### src/wf_sin_table.hex
// one sine period in 32 steps, amplitude 2047, 12-bit two's complement per line
000
18F
30F
471
5A7
6A6
763
7D8
7FF
7D8
763
6A6
5A7
471
30F
18F
000
E71
CF1
B8F
A59
95A
89D
828
801
828
89D
95A
A59
B8F
CF1
E71

### src/hw/wf_pkg.sv
/*
 * waterfall sampler shared definitions
 * - ADC, mixer, CIC and sample widths
 * - sine table and sample buffer sizes
 * - readout handshake state codes
 * - I/Q word union with a pair view and a half-word view
 */

package wf_pkg;

    // ADC front end and mixer
    localparam int ADC_BITS       = 12;
    localparam int MIX_BITS       = 14;
    localparam int SIN_BITS       = 12;
    localparam int SIN_DEPTH_LOG2 = 5;
    localparam int SIN_DEPTH      = 1 << SIN_DEPTH_LOG2;
    localparam int PHASE_BITS     = 32;
    localparam int PROD_BITS      = ADC_BITS + SIN_BITS;
    // table amplitude is 2^(SIN_BITS-1)-1, so shift out that scale
    localparam int MIX_SHIFT      = SIN_BITS - 1;
    // quarter period between sine and cosine
    localparam logic [SIN_DEPTH_LOG2-1:0] COS_OFFSET = SIN_DEPTH_LOG2'(SIN_DEPTH / 4);
    localparam string SIN_FILE    = "/design/src/wf_sin_table.hex";

    // CIC decimator
    localparam int DECIM_LOG2_BITS = 3;
    localparam int MAX_DECIM_LOG2  = 6;
    localparam int CIC_STAGES      = 2;
    // bit growth is stages * log2(R) for unit differential delay
    localparam int CIC_ACC_BITS    = MIX_BITS + CIC_STAGES * MAX_DECIM_LOG2;
    localparam int SAMP_BITS       = 16;

    // sample buffer
    localparam int BUF_DEPTH_LOG2 = 8;
    localparam int BUF_DEPTH      = 1 << BUF_DEPTH_LOG2;
    localparam int COUNT_BITS     = BUF_DEPTH_LOG2 + 1;

    // readout FSM states
    localparam logic [1:0] RD_IDLE    = 2'd0;
    localparam logic [1:0] RD_ACKED   = 2'd1;
    localparam logic [1:0] RD_RELEASE = 2'd2;

    // one buffer word seen as an I/Q pair or as two halves
    // half[1] aliases i and half[0] aliases q
    typedef union packed {
        struct packed {
            logic [SAMP_BITS-1:0] i;
            logic [SAMP_BITS-1:0] q;
        } iq;
        logic [1:0][SAMP_BITS-1:0] half;
    } wf_iq_word_u;

endpackage
### src/hw/wf_readout.sv
/*
 * four-phase req/ack host readout
 * - idle, acked and release states
 * - I or Q half picked through the union half-word view
 * - pop after a completed Q read
 */

`timescale 1ns/1ps

module wf_readout
    import wf_pkg::*;
(
    input  logic                 adc_clk,
    input  logic                 rst_wf_sampler_A,
    input  logic                 rd_req_i,
    input  logic                 rd_sel_q_i,
    input  wf_iq_word_u          buf_word_i,
    input  logic                 buf_empty_i,
    output logic [SAMP_BITS-1:0] rd_data_o,
    output logic                 rd_ack_o,
    output logic                 pop_o
);

    logic [1:0] state_r;
    logic       sel_q_r;
    logic       accept;

    // a request to an empty buffer waits in idle
    assign accept = (state_r == RD_IDLE) && rd_req_i && !buf_empty_i;

    always_ff @(posedge adc_clk)
    begin
        if (rst_wf_sampler_A)
        begin
            state_r <= RD_IDLE;
            sel_q_r <= 1'b0;
        end
        else
        begin
            case (state_r)
                RD_IDLE:
                begin
                    if (accept)
                    begin
                        state_r <= RD_ACKED;
                        sel_q_r <= rd_sel_q_i;
                    end
                end
                // ack holds until the host drops the request
                RD_ACKED:
                begin
                    if (!rd_req_i)
                        state_r <= RD_RELEASE;
                end
                default:
                    state_r <= RD_IDLE;
            endcase
        end
    end

    // data is frozen for the whole ack phase
    // half[1] is I and half[0] is Q
    always_ff @(posedge adc_clk)
    begin
        if (accept)
            rd_data_o <= buf_word_i.half[~rd_sel_q_i];
    end

    assign rd_ack_o = (state_r == RD_ACKED);
    // Q read retires the entry, I read leaves it in place
    assign pop_o    = (state_r == RD_RELEASE) && sel_q_r;

endmodule

### config.mk
export PLATFORM = sky130hd
export DESIGN_NAME = wf_readout
export DESIGN_NICKNAME = d
export VERILOG_FILES = /design/src/hw/wf_pkg.sv /design/src/hw/wf_readout.sv
export SDC_FILE = /design/constraint.sdc
export NUM_CORES = 1
export LEC_CHECK = 0
export BUFFER_PORTS_ARGS = -buffer_cell sky130_fd_sc_hd__buf_2
export CAP_MARGIN = 20
export CORE_MARGIN = 3
export CORE_UTILIZATION = 43
export CTS_CLUSTER_DIAMETER = 50
export DETAILED_ROUTE_END_ITERATION = 7
export GPL_TIMING_DRIVEN = 0
export PLACE_DENSITY = 0.8
export SLEW_MARGIN = 20
export SYNTH_ARGS = -nofsm -noshare
export SYNTH_HDL_FRONTEND = slang
export SYNTH_SLANG_ARGS = --single-unit
### constraint.sdc
create_clock -name adc_clk -period 3.85 [get_ports adc_clk]
set_clock_uncertainty 0.2 [all_clocks]
set_input_delay 0.1925 -clock adc_clk [delete_from_list [all_inputs] [get_ports adc_clk]]
set_output_delay 0.1925 -clock adc_clk [all_outputs]
set_load 0.02 [all_outputs]
==> results of run 1 <==
[cells by family after synthesis]
logic type	after synthesis	share of synthesized area [%]
multiplexers	17	22.9
AND/OR/NAND/NOR	9	9.20
buffers and inverters	2	2.71
flip-flops	19	65.2
[final timing paths]
path                   endpoint  slack [ps]
setup reg to reg   rd_data_o[5]        1960
hold / removal    rd_data_o[11]           4
setup / recovery   rd_data_o[7]        1770
hold reg to reg         sel_q_r         300
[power groups by stage]
stage          combinational [W]  clock (W)  sequential [W]
3_3_place_gp           0.0000636          0        0.000243
2_1_floorplan          0.0000259          0        0.000254
3_5_place_dp           0.0000657          0        0.000243
5_1_grt                0.0000941   0.000111        0.000240
6_report               0.0000871  0.0000988        0.000238
4_1_cts                0.0000771   0.000100        0.000239
[area by class of cell]
cell class	instances	area, um2
tap	25	31.3
buffer	2	22.5
timing repair buffer	76	495
fill	128	400
multi-input combinational	26	267
sequential	19	541
clock buffer	4	26.3
[through the flow]
stage               hold WS, ps  power, W
floorplan                  69.8  0.000280
global placement            189  0.000306
detailed placement          200  0.000309
CTS                       0.781  0.000416
global route               2.07  0.000445
finish                     4.11  0.000424
[routing by layer]
layer / routed length, um / global-route usage [%]
met4: 57 / 9.68
met1: 745 / 17.8
met3: 178 / 4.53
met5: 0 / 0
met2: 1010 / 28.6
[placed cells by master, fill, tap and decap left out]
cell type      netlist  final
dlygate4sd3_1        0     23
dfxtp_1              3      3
edfxtp_1            16     16
nand2_1              1      1
nor2_1               1      1
mux2i_1              1      1
nor4b_1              2      2
buf_2                0     53
and2b_2              1      1
nor4b_4              1      1
mux2_2              16     16
clkbuf_1             0      1
clkbuf_4             0      3
buf_6                2      2
nand2b_1             2      2
nor2b_1              1      1
[cells in the mapped netlist, drive strengths merged]
library cell  count  area, um2
and2b             1       8.76
buf               2       22.5
dfxtp             3       60.1
edfxtp           16        480
mux2             16        180
mux2i             1       10.0
nand2             1       3.75
nand2b            2       12.5
nor2              1       3.75
nor2b             1       6.26
nor4b             3       41.3
[state kept, by name (all words and copies together) (netlist names)]
signal	cells
rd_data_o	16
sel_q_r	1
state_r	2
==> flow_metrics.tcl, run 1 <==
set metrics [dict create \
    syn_area_um2 830 \
    cts_resized 0 \
    period_minus_slack_ps 2080 \
    critPathKind "in -> reg" \
    pwr-share-clk_pct 23.3 \
    rows 15 \
    antenna_left 0 \
    outcome "completed" \
    dp_cells 125 \
    rr_startpoint "state_r[1]" \
    cp_slowest_cell "dlygate4sd3_1" \
    dr.first_iter.drc_count 2 \
    critical_path.max_stage_delay_ps 560 \
    htreeDepth 1 \
    cts_buffer_depth 2 \
    hp-start "buf_word_i[27]" \
    cap_viol_max_count 0 \
    peakVddDrop_mv 0.234 \
    avgRoutedWirePerCell_um 13.1 \
    required_ps 3700 \
    fin_cells 152 \
    cellPowerDensity_nw_per_um2 307 \
    num_vias 703 \
    grt_pass1_vias 687 \
    placed_cell_area_um2 1130 \
    cts_setup_buffers 0 \
    cts_tree "yes" \
    startpoint "rd_sel_q_i" \
    startpoint_type "primary input" \
    rsz0062_at_grt "no" \
    grt_start_max_net_pins 18 \
    drive_gt1_share_pct 59.8 \
    port_buffers 53 \
    setup_viol_count_final 0 \
    setup_tns_ps 0 \
    ios 55 \
    numCtsBuffers 3 \
    period_share_pct 54.1 \
    viasPerCell 4.63 \
    die_x_um 49.9 \
    cts_sinks 19 \
    final_hold_viol_count 0 \
    relSlewSlack_pct 30.4 \
    layout_setup_ws_ps 1770 \
    ys_warn_count 0 \
    drc 0 \
    area_delta_synth_final_pct 66.7 \
    dr.pass1.iters 2 \
    hold_path_depth 2 \
    preCtsSetupSlack_ps 1960 \
    arrival_ps 1930 \
    crit_cells 5 \
    die_h_um 49.9 \
    detailed_place_hpwl_mm 1.26 \
    power_switching_w 0.0000965 \
    finalNetCount 165 \
    synth-seq-area-share_pct 65.2 \
    reg2reg_depth 1 \
    synth_seq_cells 19 \
    power_frac_comb_pct 20.5 \
    finish.instance_area_um2 1380 \
    worst_slew_pin_slew_ps 1040 \
    avgSynthCellArea_um2 17.6 \
    gp_congestion 0.618 \
    grt_use_total_pct 16.5 \
    cts_hold_buf 13 \
    synthCells 47 \
    path_max_fanout 10 \
    syn-num-nets 84 \
    p_sw_share_pct 22.7 \
    holdCritPathClass "in -> reg" \
    cp_top_family "buffers and inverters" \
    grt_overflow_total 0 \
    clk_pin_slew_ps 110 \
    clock-root-buffer "clkbuf_4" \
    crit_buf_inv 4 \
    core_area_um2 1780 \
    antenna_found_initial 0 \
    grt_pass1_wl_mm 3.03 \
    wirelength_mm 1.99 \
    worstPathCellList "dlygate4sd3_1, buf_6, buf_6, mux2_2, dlygate4sd3_1" \
    cp-end-kind "flip-flop" \
    intPower_w 0.000328 \
    ys_types 12 \
    initial_core_util_pct 46.5 \
    leakagePower_nw 0.603 \
    clk_latency_ps 290 \
    fin_util_pct 77.5 \
    dieArea_um2 2490 \
    fmax_mhz 480 \
    maxSlewViolCount 0 \
    p_seq_share_pct 56.2 \
    diodes 0 \
]
(Power assumes the default switching activity.)
==> inputs of run 2 (changes only) <==
CORE_UTILIZATION = 40   (was 43)
PLACE_DENSITY = 0.75   (was 0.8)
clock period = 2 ns   (was 3.85 ns; I/O delays follow)
==> run 2 against run 1 <==
  * Register-to-register slack worse by 1500 ps
  * Clock power increased by 91%
  * Final cell count is 9.9% higher
  * Sequential power grew 93%
  * Wire length up 9.1%
  * Largest power group unchanged
==> flow_metrics.tcl, run 2 (same netlist as run 1, synthesis figures left out) <==
set metrics [dict create \
    outcome "completed" \
    intPower_w 0.000652 \
    cts_buffer_depth 2 \
    startpoint_type "primary input" \
    grt_pass1_vias 782 \
    clk_pin_slew_ps 110 \
    cellPowerDensity_nw_per_um2 550 \
    viasPerCell 4.51 \
    dr.pass1.iters 4 \
    required_ps 1850 \
    final_cell_mix "53 x buf_2, 38 x dlygate4sd3_1, 16 x mux2_2, 16 x edfxtp_1" \
    power_switching_w 0.000192 \
    p_sw_share_pct 22.8 \
    p_seq_share_pct 54.3 \
    drc 0 \
    peakVddDrop_mv 0.398 \
    period_share_pct 96.2 \
    regMostFlops "rd_data_o" \
    cts_tree "yes" \
    wirelength_mm 2.17 \
    holdCritPathClass "reg -> reg" \
    setup_tns_ps 0 \
    period_minus_slack_ps 1920 \
    grt_overflow_total 0 \
    clk_latency_ps 290 \
    core_area_um2 1840 \
    leakagePower_nw 0.670 \
    largest_reg_flops 16 \
    cp-end-kind "flip-flop" \
    worst_slew_pin_slew_ps 413 \
    dieArea_um2 2660 \
    numCtsBuffers 3 \
    setup_viol_count_final 0 \
    fmax_mhz 520 \
    gp_congestion 0.615 \
    avgRoutedWirePerCell_um 13.0 \
    top_regs "rd_data_o x16, state_r x2, sel_q_r x1" \
    path_max_fanout 17 \
    grt_pass1_wl_mm 3.50 \
    rows 15 \
    ios 55 \
    diodes 0 \
    critPathKind "in -> reg" \
    cap_viol_max_count 0 \
    rsz0062_at_grt "no" \
    power_frac_comb_pct 23.3 \
    final_hold_viol_count 0 \
    die_h_um 51.5 \
    relSlewSlack_pct 72.3 \
    drive_gt1_share_pct 54.2 \
    cts_sinks 19 \
    grt_start_max_net_pins 18 \
    antenna_left 0 \
    whs_ps 312 \
    area_delta_synth_final_pct 84.9 \
    initial_core_util_pct 45.1 \
    num_vias 753 \
    finalNetCount 180 \
    detailed_place_hpwl_mm 1.15 \
    port_buffers 53 \
    arrival_ps 1770 \
    maxSlewViolCount 0 \
    antenna_found_initial 0 \
    die_x_um 51.5 \
    htreeDepth 1 \
    grt_use_total_pct 17.7 \
    cts_setup_buffers 0 \
    final_common_cell "buf_2" \
    cts_resized 0 \
    clock-root-buffer "clkbuf_4" \
    pwr-share-clk_pct 22.4 \
    dr.first_iter.drc_count 4 \
]
## run 2: cell count changes in the layout (fill, tap and decap cells not counted), sizes merged
cell / change
clkbuf: -1
clkinv: +1
dlygate4sd3: +15
## run 2: what timing repair did
item / 4_1_cts / 5_1_grt
endpoints found under the hold margin: 19 / 4
setup endpoints to repair: 0 / 7
hold buffers: 37 / 1
## run 2: critical path, stage by stage
cell,delay (ps)
dlygate4sd3_1,540
buf_6,190
mux2_2,360
dlygate4sd3_1,560
## run 2: path summary, 6_finish.rpt
| path | cells past startpoint | start | end | slack (ps) |
|---|---|---|---|---|
| max | 4 | rd_sel_q_i | rd_data_o[4] | 80 |
| min | 2 | sel_q_r | sel_q_r | 310 |
| max reg2reg | 3 | state_r[0] | state_r[0] | 420 |
| min reg2reg | 2 | sel_q_r | sel_q_r | 310 |
## run 2: layout make-up
cell class	instances	area (um2)
plain buffers	1	11.3
clock buffers	3	22.5
clock inverters	1	5.00
fillers	113	305
multi-input cells	26	267
flip-flops and latches	19	541
well taps	25	31.3
repair buffers	92	657
## run 2: metrics by stage
stage / utilization (%) / std cells / instance area [um2] / power, W / setup slack (ps)
3_5_place_dp: 61.2 / 125 / 1130 / 0.000593 / 72.5
4_1_cts: 82.9 / 166 / 1520 / 0.000846 / 23.2
5_1_grt: 83.4 / 167 / 1530 / 0.000891 / 59.3
6_report: 83.4 / 167 / 1530 / 0.000844 / 75.6
3_3_place_gp: 61.2 / 125 / 1130 / 0.000590 / 117
2_1_floorplan: - / 47 / 830 / 0.000538 / 323
## run 2: power groups by stage
| stage | registers [W] | clock network, W | logic, W |
|---|---|---|---|
| after global routing | 0.000461 | 0.000219 | 0.000212 |
| after CTS | 0.000459 | 0.000196 | 0.000191 |
| after floorplan | 0.000489 | 0 | 0.0000498 |
| final | 0.000459 | 0.000189 | 0.000196 |
| after global placement | 0.000467 | 0 | 0.000123 |
| after detailed placement | 0.000468 | 0 | 0.000126 |
## run 2: metal layers
layer | wire (um) | GRT usage [%]
met1 | 841 | 19.6
met3 | 148 | 3.15
met4 | 0 | 2.62
met5 | 0 | 0
met2 | 1180 | 35.2
