==> src/wf_sin_table.hex <==
// one sine period in 32 steps, amplitude 2047, 12-bit two's complement per line
000
18F
30F
471
5A7
6A6
763
7D8
7FF
7D8
763
6A6
5A7
471
30F
18F
000
E71
CF1
B8F
A59
95A
89D
828
801
828
89D
95A
A59
B8F
CF1
E71

==> src/hw/wf_pkg.sv <==
/*
 * waterfall sampler shared definitions
 * - ADC, mixer, CIC and sample widths
 * - sine table and sample buffer sizes
 * - readout handshake state codes
 * - I/Q word union with a pair view and a half-word view
 */

package wf_pkg;

    // ADC front end and mixer
    localparam int ADC_BITS       = 12;
    localparam int MIX_BITS       = 14;
    localparam int SIN_BITS       = 12;
    localparam int SIN_DEPTH_LOG2 = 5;
    localparam int SIN_DEPTH      = 1 << SIN_DEPTH_LOG2;
    localparam int PHASE_BITS     = 32;
    localparam int PROD_BITS      = ADC_BITS + SIN_BITS;
    // table amplitude is 2^(SIN_BITS-1)-1, so shift out that scale
    localparam int MIX_SHIFT      = SIN_BITS - 1;
    // quarter period between sine and cosine
    localparam logic [SIN_DEPTH_LOG2-1:0] COS_OFFSET = SIN_DEPTH_LOG2'(SIN_DEPTH / 4);
    localparam string SIN_FILE    = "/design/src/wf_sin_table.hex";

    // CIC decimator
    localparam int DECIM_LOG2_BITS = 3;
    localparam int MAX_DECIM_LOG2  = 6;
    localparam int CIC_STAGES      = 2;
    // bit growth is stages * log2(R) for unit differential delay
    localparam int CIC_ACC_BITS    = MIX_BITS + CIC_STAGES * MAX_DECIM_LOG2;
    localparam int SAMP_BITS       = 16;

    // sample buffer
    localparam int BUF_DEPTH_LOG2 = 8;
    localparam int BUF_DEPTH      = 1 << BUF_DEPTH_LOG2;
    localparam int COUNT_BITS     = BUF_DEPTH_LOG2 + 1;

    // readout FSM states
    localparam logic [1:0] RD_IDLE    = 2'd0;
    localparam logic [1:0] RD_ACKED   = 2'd1;
    localparam logic [1:0] RD_RELEASE = 2'd2;

    // one buffer word seen as an I/Q pair or as two halves
    // half[1] aliases i and half[0] aliases q
    typedef union packed {
        struct packed {
            logic [SAMP_BITS-1:0] i;
            logic [SAMP_BITS-1:0] q;
        } iq;
        logic [1:0][SAMP_BITS-1:0] half;
    } wf_iq_word_u;

endpackage
==> src/hw/wf_cic_decim.sv <==
/*
 * two-stage CIC decimator for the I and Q channels
 * - integrators every cycle, decimation by 2^code, code 0 to 6
 * - comb stages at each counter wrap
 * - gain compensation by an arithmetic shift of stages * code
 */

`timescale 1ns/1ps

module wf_cic_decim
    import wf_pkg::*;
(
    input  logic                             adc_clk,
    input  logic                             rst_wf_sampler_A,
    input  logic signed [MIX_BITS-1:0]       mix_i_i,
    input  logic signed [MIX_BITS-1:0]       mix_q_i,
    input  logic [DECIM_LOG2_BITS-1:0]       decim_log2_i,
    input  logic                             set_decim_i,
    output logic                             cic_valid_o,
    output wf_iq_word_u                      cic_word_o
);

    // index 0 is the I channel, index 1 the Q channel
    logic [DECIM_LOG2_BITS-1:0]      decim_r;
    logic [MAX_DECIM_LOG2-1:0]       cnt_r;
    logic [MAX_DECIM_LOG2:0]         period;
    logic                            wrap;
    logic signed [CIC_ACC_BITS-1:0]  x_ext [2];
    logic signed [CIC_ACC_BITS-1:0]  integ_r [2][CIC_STAGES];
    logic signed [CIC_ACC_BITS-1:0]  comb_dly_r [2][CIC_STAGES];
    logic signed [CIC_ACC_BITS-1:0]  comb [2][CIC_STAGES];
    logic signed [CIC_ACC_BITS-1:0]  norm [2];

    always_comb
    begin
        period = (MAX_DECIM_LOG2 + 1)'(1) << decim_r;
        // last input of each decimation block
        wrap   = ({1'b0, cnt_r} == period - 1'b1);
        x_ext[0] = {{(CIC_ACC_BITS - MIX_BITS){mix_i_i[MIX_BITS-1]}}, mix_i_i};
        x_ext[1] = {{(CIC_ACC_BITS - MIX_BITS){mix_q_i[MIX_BITS-1]}}, mix_q_i};
        for (int c = 0; c < 2; c++)
        begin
            // comb chain fed from the last integrator
            comb[c][0] = integ_r[c][CIC_STAGES-1] - comb_dly_r[c][0];
            for (int s = 1; s < CIC_STAGES; s++)
                comb[c][s] = comb[c][s-1] - comb_dly_r[c][s];
            // DC gain is R^stages, undone by the shift
            norm[c] = comb[c][CIC_STAGES-1] >>> (CIC_STAGES * decim_r);
        end
    end

    // a decimation change restarts the filter from zero
    always_ff @(posedge adc_clk)
    begin
        if (rst_wf_sampler_A || set_decim_i)
        begin
            decim_r     <= rst_wf_sampler_A ? '0 : decim_log2_i;
            cnt_r       <= '0;
            cic_valid_o <= 1'b0;
            for (int c = 0; c < 2; c++)
            begin
                for (int s = 0; s < CIC_STAGES; s++)
                begin
                    integ_r[c][s]    <= '0;
                    comb_dly_r[c][s] <= '0;
                end
            end
        end
        else
        begin
            cnt_r       <= wrap ? '0 : cnt_r + 1'b1;
            cic_valid_o <= wrap;
            for (int c = 0; c < 2; c++)
            begin
                integ_r[c][0] <= integ_r[c][0] + x_ext[c];
                for (int s = 1; s < CIC_STAGES; s++)
                    integ_r[c][s] <= integ_r[c][s] + integ_r[c][s-1];
                // comb delays advance at the decimated rate only
                if (wrap)
                begin
                    comb_dly_r[c][0] <= integ_r[c][CIC_STAGES-1];
                    for (int s = 1; s < CIC_STAGES; s++)
                        comb_dly_r[c][s] <= comb[c][s-1];
                end
            end
        end
    end

    // output word lines up with the valid pulse
    always_ff @(posedge adc_clk)
    begin
        if (wrap)
        begin
            cic_word_o.iq.i <= norm[0][SAMP_BITS-1:0];
            cic_word_o.iq.q <= norm[1][SAMP_BITS-1:0];
        end
    end

endmodule

==> config.mk <==
export PLATFORM = sky130hd
export DESIGN_NAME = wf_cic_decim
export DESIGN_NICKNAME = d
export VERILOG_FILES = /design/src/hw/wf_pkg.sv /design/src/hw/wf_cic_decim.sv
export SDC_FILE = /design/constraint.sdc
export NUM_CORES = 1
export LEC_CHECK = 0
export ABC_AREA = 0
export BUFFER_PORTS_ARGS = -buffer_cell sky130_fd_sc_hd__buf_2
export CORE_UTILIZATION = 38
export CTS_BUF_LIST = sky130_fd_sc_hd__clkbuf_8 sky130_fd_sc_hd__clkbuf_16
export DETAILED_ROUTE_END_ITERATION = 6
export SYNTH_ARGS = -nofsm -noshare
export SYNTH_HDL_FRONTEND = slang
export SYNTH_SLANG_ARGS = --single-unit
==> constraint.sdc <==
create_clock -name adc_clk -period 6.79 [get_ports adc_clk]
set_clock_uncertainty 0.2 [all_clocks]
set_input_delay 0.679 -clock adc_clk [delete_from_list [all_inputs] [get_ports adc_clk]]
set_output_delay 0.679 -clock adc_clk [all_outputs]
set_load 0.02 [all_outputs]
==> metrics.md, run 1 <==
| Metric | Value |
|---|---|
| Status | `completed` |
| Vias per std cell | `5.273` |
| WL/cell | `14.71 µm` |
| Post-CTS Setup Inserts | `0` |
| # diodes | `0` |
| Final wirelength | `42490 µm` |
| Setup_tns | `0 ns` |
| Synth Warn # | `0` |
| Seq/Total Area, Yosys | `0.3319` |
| Crit-path max cell delay | `0.43 ns` |
| Syn Area/Cell | `8.925 µm²` |
| # H-tree levels | `1` |
| Global-route wire length before repair | `70960 µm` |
| Met3 WL post-DR | `1637 µm` |
| Ordered list of cells on the worst path | `inv_1 -> ha_1 -> inv_1 -> fa_1 -> a21o_1 -> a21oi_1 -> nor2b_1 -> o21ai_1 -> a211oi_1 -> or3_1 -> a21oi_1 -> xnor2_1 -> ha_1 -> and3_1 -> nor2b_1 -> o211ai_1 -> a31oi_1 -> o21a_1 -> nand4_1 -> a21oi_1 -> xnor3_1 -> o21ai_1 -> a2bb2oi_1` |
| P per Cell Area | `259.8 mW/mm²` |
| Worst EP required | `6.98 ns` |
| Max Slew Vio Count | `0` |
| Met2 routed WL | `18610 µm` |
| Post-place setup slack | `1.442 ns` |
| 1st-iter DRT viols | `898` |
| CTS tree | `done` |
| Fin. Hold Viols | `0` |
| Area grow syn2layout | `9.870%` |
| Total GRT Usage | `0.1642` |
| GPL Wtd Cong | `0.8518` |
| Critical path type | `reg2reg` |
| Tcrit/Tclk final | `0.7927` |
| Max layer used | `met4` |
| Post-synth EDFFs | `139` |
| Die X-Extent | `227.2 µm` |
| Crit-path slowest cell | `ha_1` |
| Achievable Freq | `185.8 MHz` |
| Die area | `0.05161 mm²` |
| Antenna violations before repair | `1` |
| Least-Margin Pin Slew | `0.9937 ns` |
| RSZ-0062 raised after global routing | `no` |
| Core area | `0.05007 mm²` |
| DRT met1 WL | `21580 µm` |
| Worst Path Max Fanout | `8` |
| Cell area after synthesis | `0.01927 mm²` |
| Minimum clock period | `5.382 ns` |
| # IOs | `67` |
| Routed Antenna Nets | `0` |
| Root Buffer Master | `clkbuf_16` |
| Syn nets | `2403` |
| Worst skew pair latency | `0.56 ns` |
| CP Capture Type | `flop` |
| Leakage power figure | `9.325 nW` |
| DPL Wire Length | `32400 µm` |
| Synth Register Bits | `250` |
| Rel. slew slack | `0.3375` |
| Unique cell type count in the Yosys netlist | `92` |
| Most frequent cells in the layout | `ha_1, nor2_1, a21oi_1` |
| Num CTS Buffers | `29` |
| Setup crit start kind | `flop` |
| Cells after Synth | `2159` |
| VDD IR max | `0.0001711 V` |
| Worst-path clk slew | `0.06 ns` |
| Pre-Repair DR Iteration Count | `5` |
| Gr ovfl total | `0` |
| Initial Util | `0.3848` |
| Post-synth ARST share | `0` |
| Routed vias | `15234` |
| Die Y | `227.2 µm` |
| # setup viols final | `0` |
| Port Buffers | `66` |
| Most common cell after layout, fill and taps aside | `ha_1` |
| Worst setup margin | `1.408 ns` |
| Arr. time, crit path | `5.58 ns` |
| Rows | `82` |
| Pin count of the biggest net entering global routing | `105` |
| Resized Gates After CTS | `0` |
| Predominant post-synthesis flop cell | `edfxtp_1` |
| Fin nets | `2439` |
| Vias in the first global route | `14455` |
| Crit path buf inv count | `2` |
| Kind of cell adding the most delay to the critical path | `compound AO/OA/AOI/OAI gates` |
| CP most frequent cell | `a21oi_1` |
| Clk sinks | `250` |
| DRC violations left | `0` |
| # hold bufs at CTS | `0` |
| Hold Crit Class | `in2reg` |
| Share of cells above drive strength 1 | `0.08164` |
| Max Root-Sink Buffers | `3` |
| Maxcap violations | `0` |
through the flow:
step	utilization	power, mW	instances	instance area (µm²)	hold WS (ns)
floorplan	-	3.577	2159	19270	0.2411
global placement	0.4052	4.016	2836	20290	0.2648
detailed placement	0.4052	4.059	2836	20290	0.2735
CTS	0.4228	5.535	2889	21170	0.2035
global route	0.4228	5.873	2889	21170	0.2146
finish	0.4228	5.500	2889	21170	0.2290
Yosys cell counts (all sizes together), types with 13 or more instances:
library cell  count  area share
a211oi           28       0.012
a21o             63       0.025
a21oi           171       0.045
a221oi           16      0.0097
a31oi            22      0.0078
and2             35       0.011
and3             97       0.031
buf              16      0.0034
clkbuf           58       0.011
dfxtp           111        0.12
edfxtp          139        0.22
ha              202        0.13
inv             161       0.031
mux2i            34       0.018
nand2           104       0.020
nand2b           30      0.0097
nand3            46       0.012
nor2            202       0.039
nor2b            34       0.011
nor3             67       0.017
o211ai           22      0.0088
o21a             31       0.012
o21ai           100       0.026
o21bai           16      0.0062
o22ai            13      0.0045
o31ai            15      0.0066
xnor2            91       0.042
xor2             68       0.031
path summary, 6_finish.rpt:
path / from / end / slack [ns] / depth (start not counted)
max: integ_r[0][0]$_SDFF_PP0_ / cic_word_o[30]$_DFFE_PP_ / 1.41 / 23
max reg2reg: integ_r[0][0]$_SDFF_PP0_ / cic_word_o[30]$_DFFE_PP_ / 1.41 / 23
min: decim_log2_i[1] / decim_r[1]$_SDFFCE_PP0P_ / 0.23 / 2
min reg2reg: cnt_r[0]$_SDFF_PP0_ / cnt_r[0]$_SDFF_PP0_ / 0.29 / 1
report_power, final:
part           leakage (nW)  switching (mW)  total [mW]  internal (mW)
combinational          6.47            1.32        2.27          0.947
clock                 0.469           0.620        1.46          0.839
sequential             2.39          0.0525        1.77           1.72
cell type report:
type                            count  area (µm²)
Clock buffer                       32       767.0
Fill cell                        4934       28900
Clock inverter                     21       116.4
Timing Repair Buffer               79       427.9
Tap cell                          672       840.8
Sequential cell                   250        6396
Inverter                          164       616.8
Multi-Input combinational cell   1671       12010
state kept, by name, indices dropped and copies added (netlist names):
signal and cells:
cic_valid_o 1, comb_dly_r 104, decim_r 3, cnt_r 6, integ_r 104, cic_word_o 32
logic make-up (layout without fill, tap and decap cells):
logic type / Yosys count / after routing / synth area share
AOI/OAI and AO/OA: 566 / 566 / 0.1978
muxes: 53 / 53 / 0.03286
xor gates and xnor gates: 160 / 160 / 0.07422
adders and majority gates: 210 / 210 / 0.1395
and+or+nand+nor: 682 / 682 / 0.1770
buffers and inverters: 238 / 296 / 0.04669
DFF: 250 / 250 / 0.3319
routing by layer:
metal / vias up / track usage
li1: 7959 / -
met3: 42 / 0.01794
met1: 6973 / 0.2345
met2: 260 / 0.2649
met5: - / 0
met4: 0 / 0.03767
(Power assumes the default switching activity.)
==> inputs of run 2 (changes only) <==
==> constraint.sdc (replaced) <==
create_clock -name adc_clk -period 4.37 [get_ports adc_clk]
set_clock_uncertainty 0.2 [all_clocks]
set_input_delay 0.437 -clock adc_clk [delete_from_list [all_inputs] [get_ports adc_clk]]
set_output_delay 0.437 -clock adc_clk [all_outputs]
set_load 0.02 [all_outputs]
==> metrics.md, run 2 (synthesis results as in run 1) <==
| Metric | Value |
|---|---|
| Max Root-Sink Buffers | `3` |
| Kind of cell adding the most delay to the critical path | `compound AO/OA/AOI/OAI gates` |
| Rows | `82` |
| Hold Crit Class | `in2reg` |
| Crit-path max cell delay | `0.41 ns` |
| Total power | `10.30 mW` |
| Final Cell Area | `0.02433 mm²` |
| Die Y | `227.2 µm` |
| DRC violations left | `0` |
| Worst Path Max Fanout | `3` |
| RSZ-0062 raised after global routing | `yes` |
| Worst skew pair latency | `0.58 ns` |
| Die X-Extent | `227.2 µm` |
| Initial Util | `0.3848` |
| Grt met2 use | `0.2846` |
| Total GRT Usage | `0.1731` |
| Antenna violations before repair | `1` |
| Vias in the first global route | `15666` |
| WL/cell | `14.45 µm` |
| VDD IR max | `0.0003574 V` |
| Rel. slew slack | `0.5465` |
| WP depth | `23` |
| Hold Crit Depth | `4` |
| Minimum clock period | `4.850 ns` |
| Crit-path slowest cell | `edfxtp_1` |
| Least-Margin Pin Slew | `0.6802 ns` |
| CP Capture Type | `flop` |
| Most frequent cells in the layout | `buf_4, nor2_1, ha_1` |
| Core area | `0.05007 mm²` |
| Post-place setup slack | `-0.5115 ns` |
| Most common cell after layout, fill and taps aside | `buf_4` |
| Worst-path clk slew | `0.07 ns` |
| DPL Wire Length | `34510 µm` |
| Share of cells above drive strength 1 | `0.2384` |
| Worst setup margin | `-0.4798 ns` |
| Arr. time, crit path | `4.97 ns` |
| P per Cell Area | `423.4 mW/mm²` |
| GPL Wtd Cong | `0.8543` |
| Global-route wire length before repair | `75060 µm` |
| Vias per std cell | `5.175` |
| Port Buffers | `66` |
| Final wirelength | `45660 µm` |
| Num CTS Buffers | `30` |
| Root Buffer Master | `clkbuf_16` |
| M1 GR Usage | `0.2432` |
| 1st-iter DRT viols | `767` |
| Critical path type | `reg2reg` |
| # IOs | `67` |
| Die area | `0.05161 mm²` |
| Maxcap violations | `0` |
| Final hold slack | `0.08315 ns` |
| Clk sinks | `250` |
| Failing checks | `setup timing` |
| Status | `finished, violations left` |
| R2R cell count | `23` |
| Tcrit/Tclk final | `1.110` |
| Pin count of the biggest net entering global routing | `77` |
| Worst EP required | `4.49 ns` |
| CP most frequent cell | `o21ai_2` |
| Leakage power figure | `10.94 nW` |
| Global routing's busiest layer | `met2` |
| Max Slew Vio Count | `0` |
| Gr ovfl total | `0` |
| Pre-Repair DR Iteration Count | `5` |
| CTS tree | `done` |
| Fin. Hold Viols | `0` |
| Crit path buf inv count | `1` |
| Ordered list of cells on the worst path | `ha_4 -> fa_2 -> nor2b_2 -> o21a_1 -> o21ai_2 -> a211oi_2 -> buf_4 -> o21ai_2 -> nand2b_1 -> a21o_1 -> a21oi_2 -> xnor2_2 -> ha_1 -> and3_4 -> and2_4 -> nand2_4 -> a21oi_4 -> o41ai_4 -> xor2_2 -> mux2i_1 -> mux2_4 -> o22ai_2 -> a221oi_4` |
| Finished Core Util | `0.4859` |
| Grt met3 use | `0.01871` |
| Largest registers | `comb_dly_r x104, integ_r x104, cic_word_o x32` |
| Placed inst area | `0.02210 mm²` |
| Routed vias | `16352` |
| # H-tree levels | `1` |
| Area grow syn2layout | `26.25%` |
| Setup crit start kind | `flop` |
| Achievable Freq | `206.2 MHz` |
| Routed Antenna Nets | `0` |
| # setup viols final | `32` |
| Fin nets | `2707` |
-- run 2: cell types whose count changed in the layout (fill, tap and decap cells not counted), moves of 11 or more --
cell and delta:
o21ai_0 -19, buf_4 +249, a21oi_1 -26, a21oi_2 +24, o21ai_2 +18, buf_6 +11
-- run 2: cell type report --
type	count	area, µm²
fill	4709	25740
multi-input combinational	1671	12930
sequential	250	6397
timing repair buffer	346	2501
clock buffer	37	892.1
tap	672	840.8
inverter	164	616.8
clock inverter	19	146.4
antenna	1	2.502
-- run 2: worst reg2reg max path: cells and delay by family (launching register included) --
kind	cells	cell delay, ns
buffers and inverters	1	0.15
muxes	2	0.43
AOI/OAI and AO/OA	10	1.49
and+or+nand+nor	5	0.60
DFF	1	0.41
xor gates and xnor gates	2	0.45
adders and majority gates	3	0.87
-- run 2: what timing repair did --
| action | in CTS | in global routing |
|---|---|---|
| pin swaps | 105 | 59 |
| buffers inserted | 28 | 18 |
| endpoints found under the hold margin | 6 | 0 |
| gates resized for setup | 114 | 46 |
| endpoints found under the setup margin | 32 | 32 |
| gates cloned | 0 | 0 |
| hold buffers | 6 | 0 |
-- run 2: stage by stage --
step / instances / TNS [ns]
global placement: 3057 / -8.342
finish: 3160 / -11.12
detailed placement: 3057 / -11.17
CTS: 3143 / -6.797
global route: 3159 / -18.04
floorplan: 2159 / -2.292
-- run 2: where the power goes --
group,total (mW),switching [mW],internal [mW]
Sequential,2.75,0.0794,2.67
Clock,2.56,1.04,1.51
Combinational,4.99,2.54,2.46
-- run 2: per-layer routing --
layer,share of wire,up-vias
met3,0.032,59
met5,0,-
met4,0.019,0
li1,-,8515
met1,0.50,7585
met2,0.45,193
-- run 2: final timing paths --
path,slack [ns],from,end
min reg2reg,0.28,cnt_r[0]$_SDFF_PP0_,cnt_r[0]$_SDFF_PP0_
max,-0.48,comb_dly_r[1][26]$_SDFFCE_PN0P_,cic_word_o[11]$_DFFE_PP_
max reg2reg,-0.48,comb_dly_r[1][26]$_SDFFCE_PN0P_,cic_word_o[11]$_DFFE_PP_
min,0.08,mix_i_i[1],integ_r[0][27]$_SDFF_PP0_
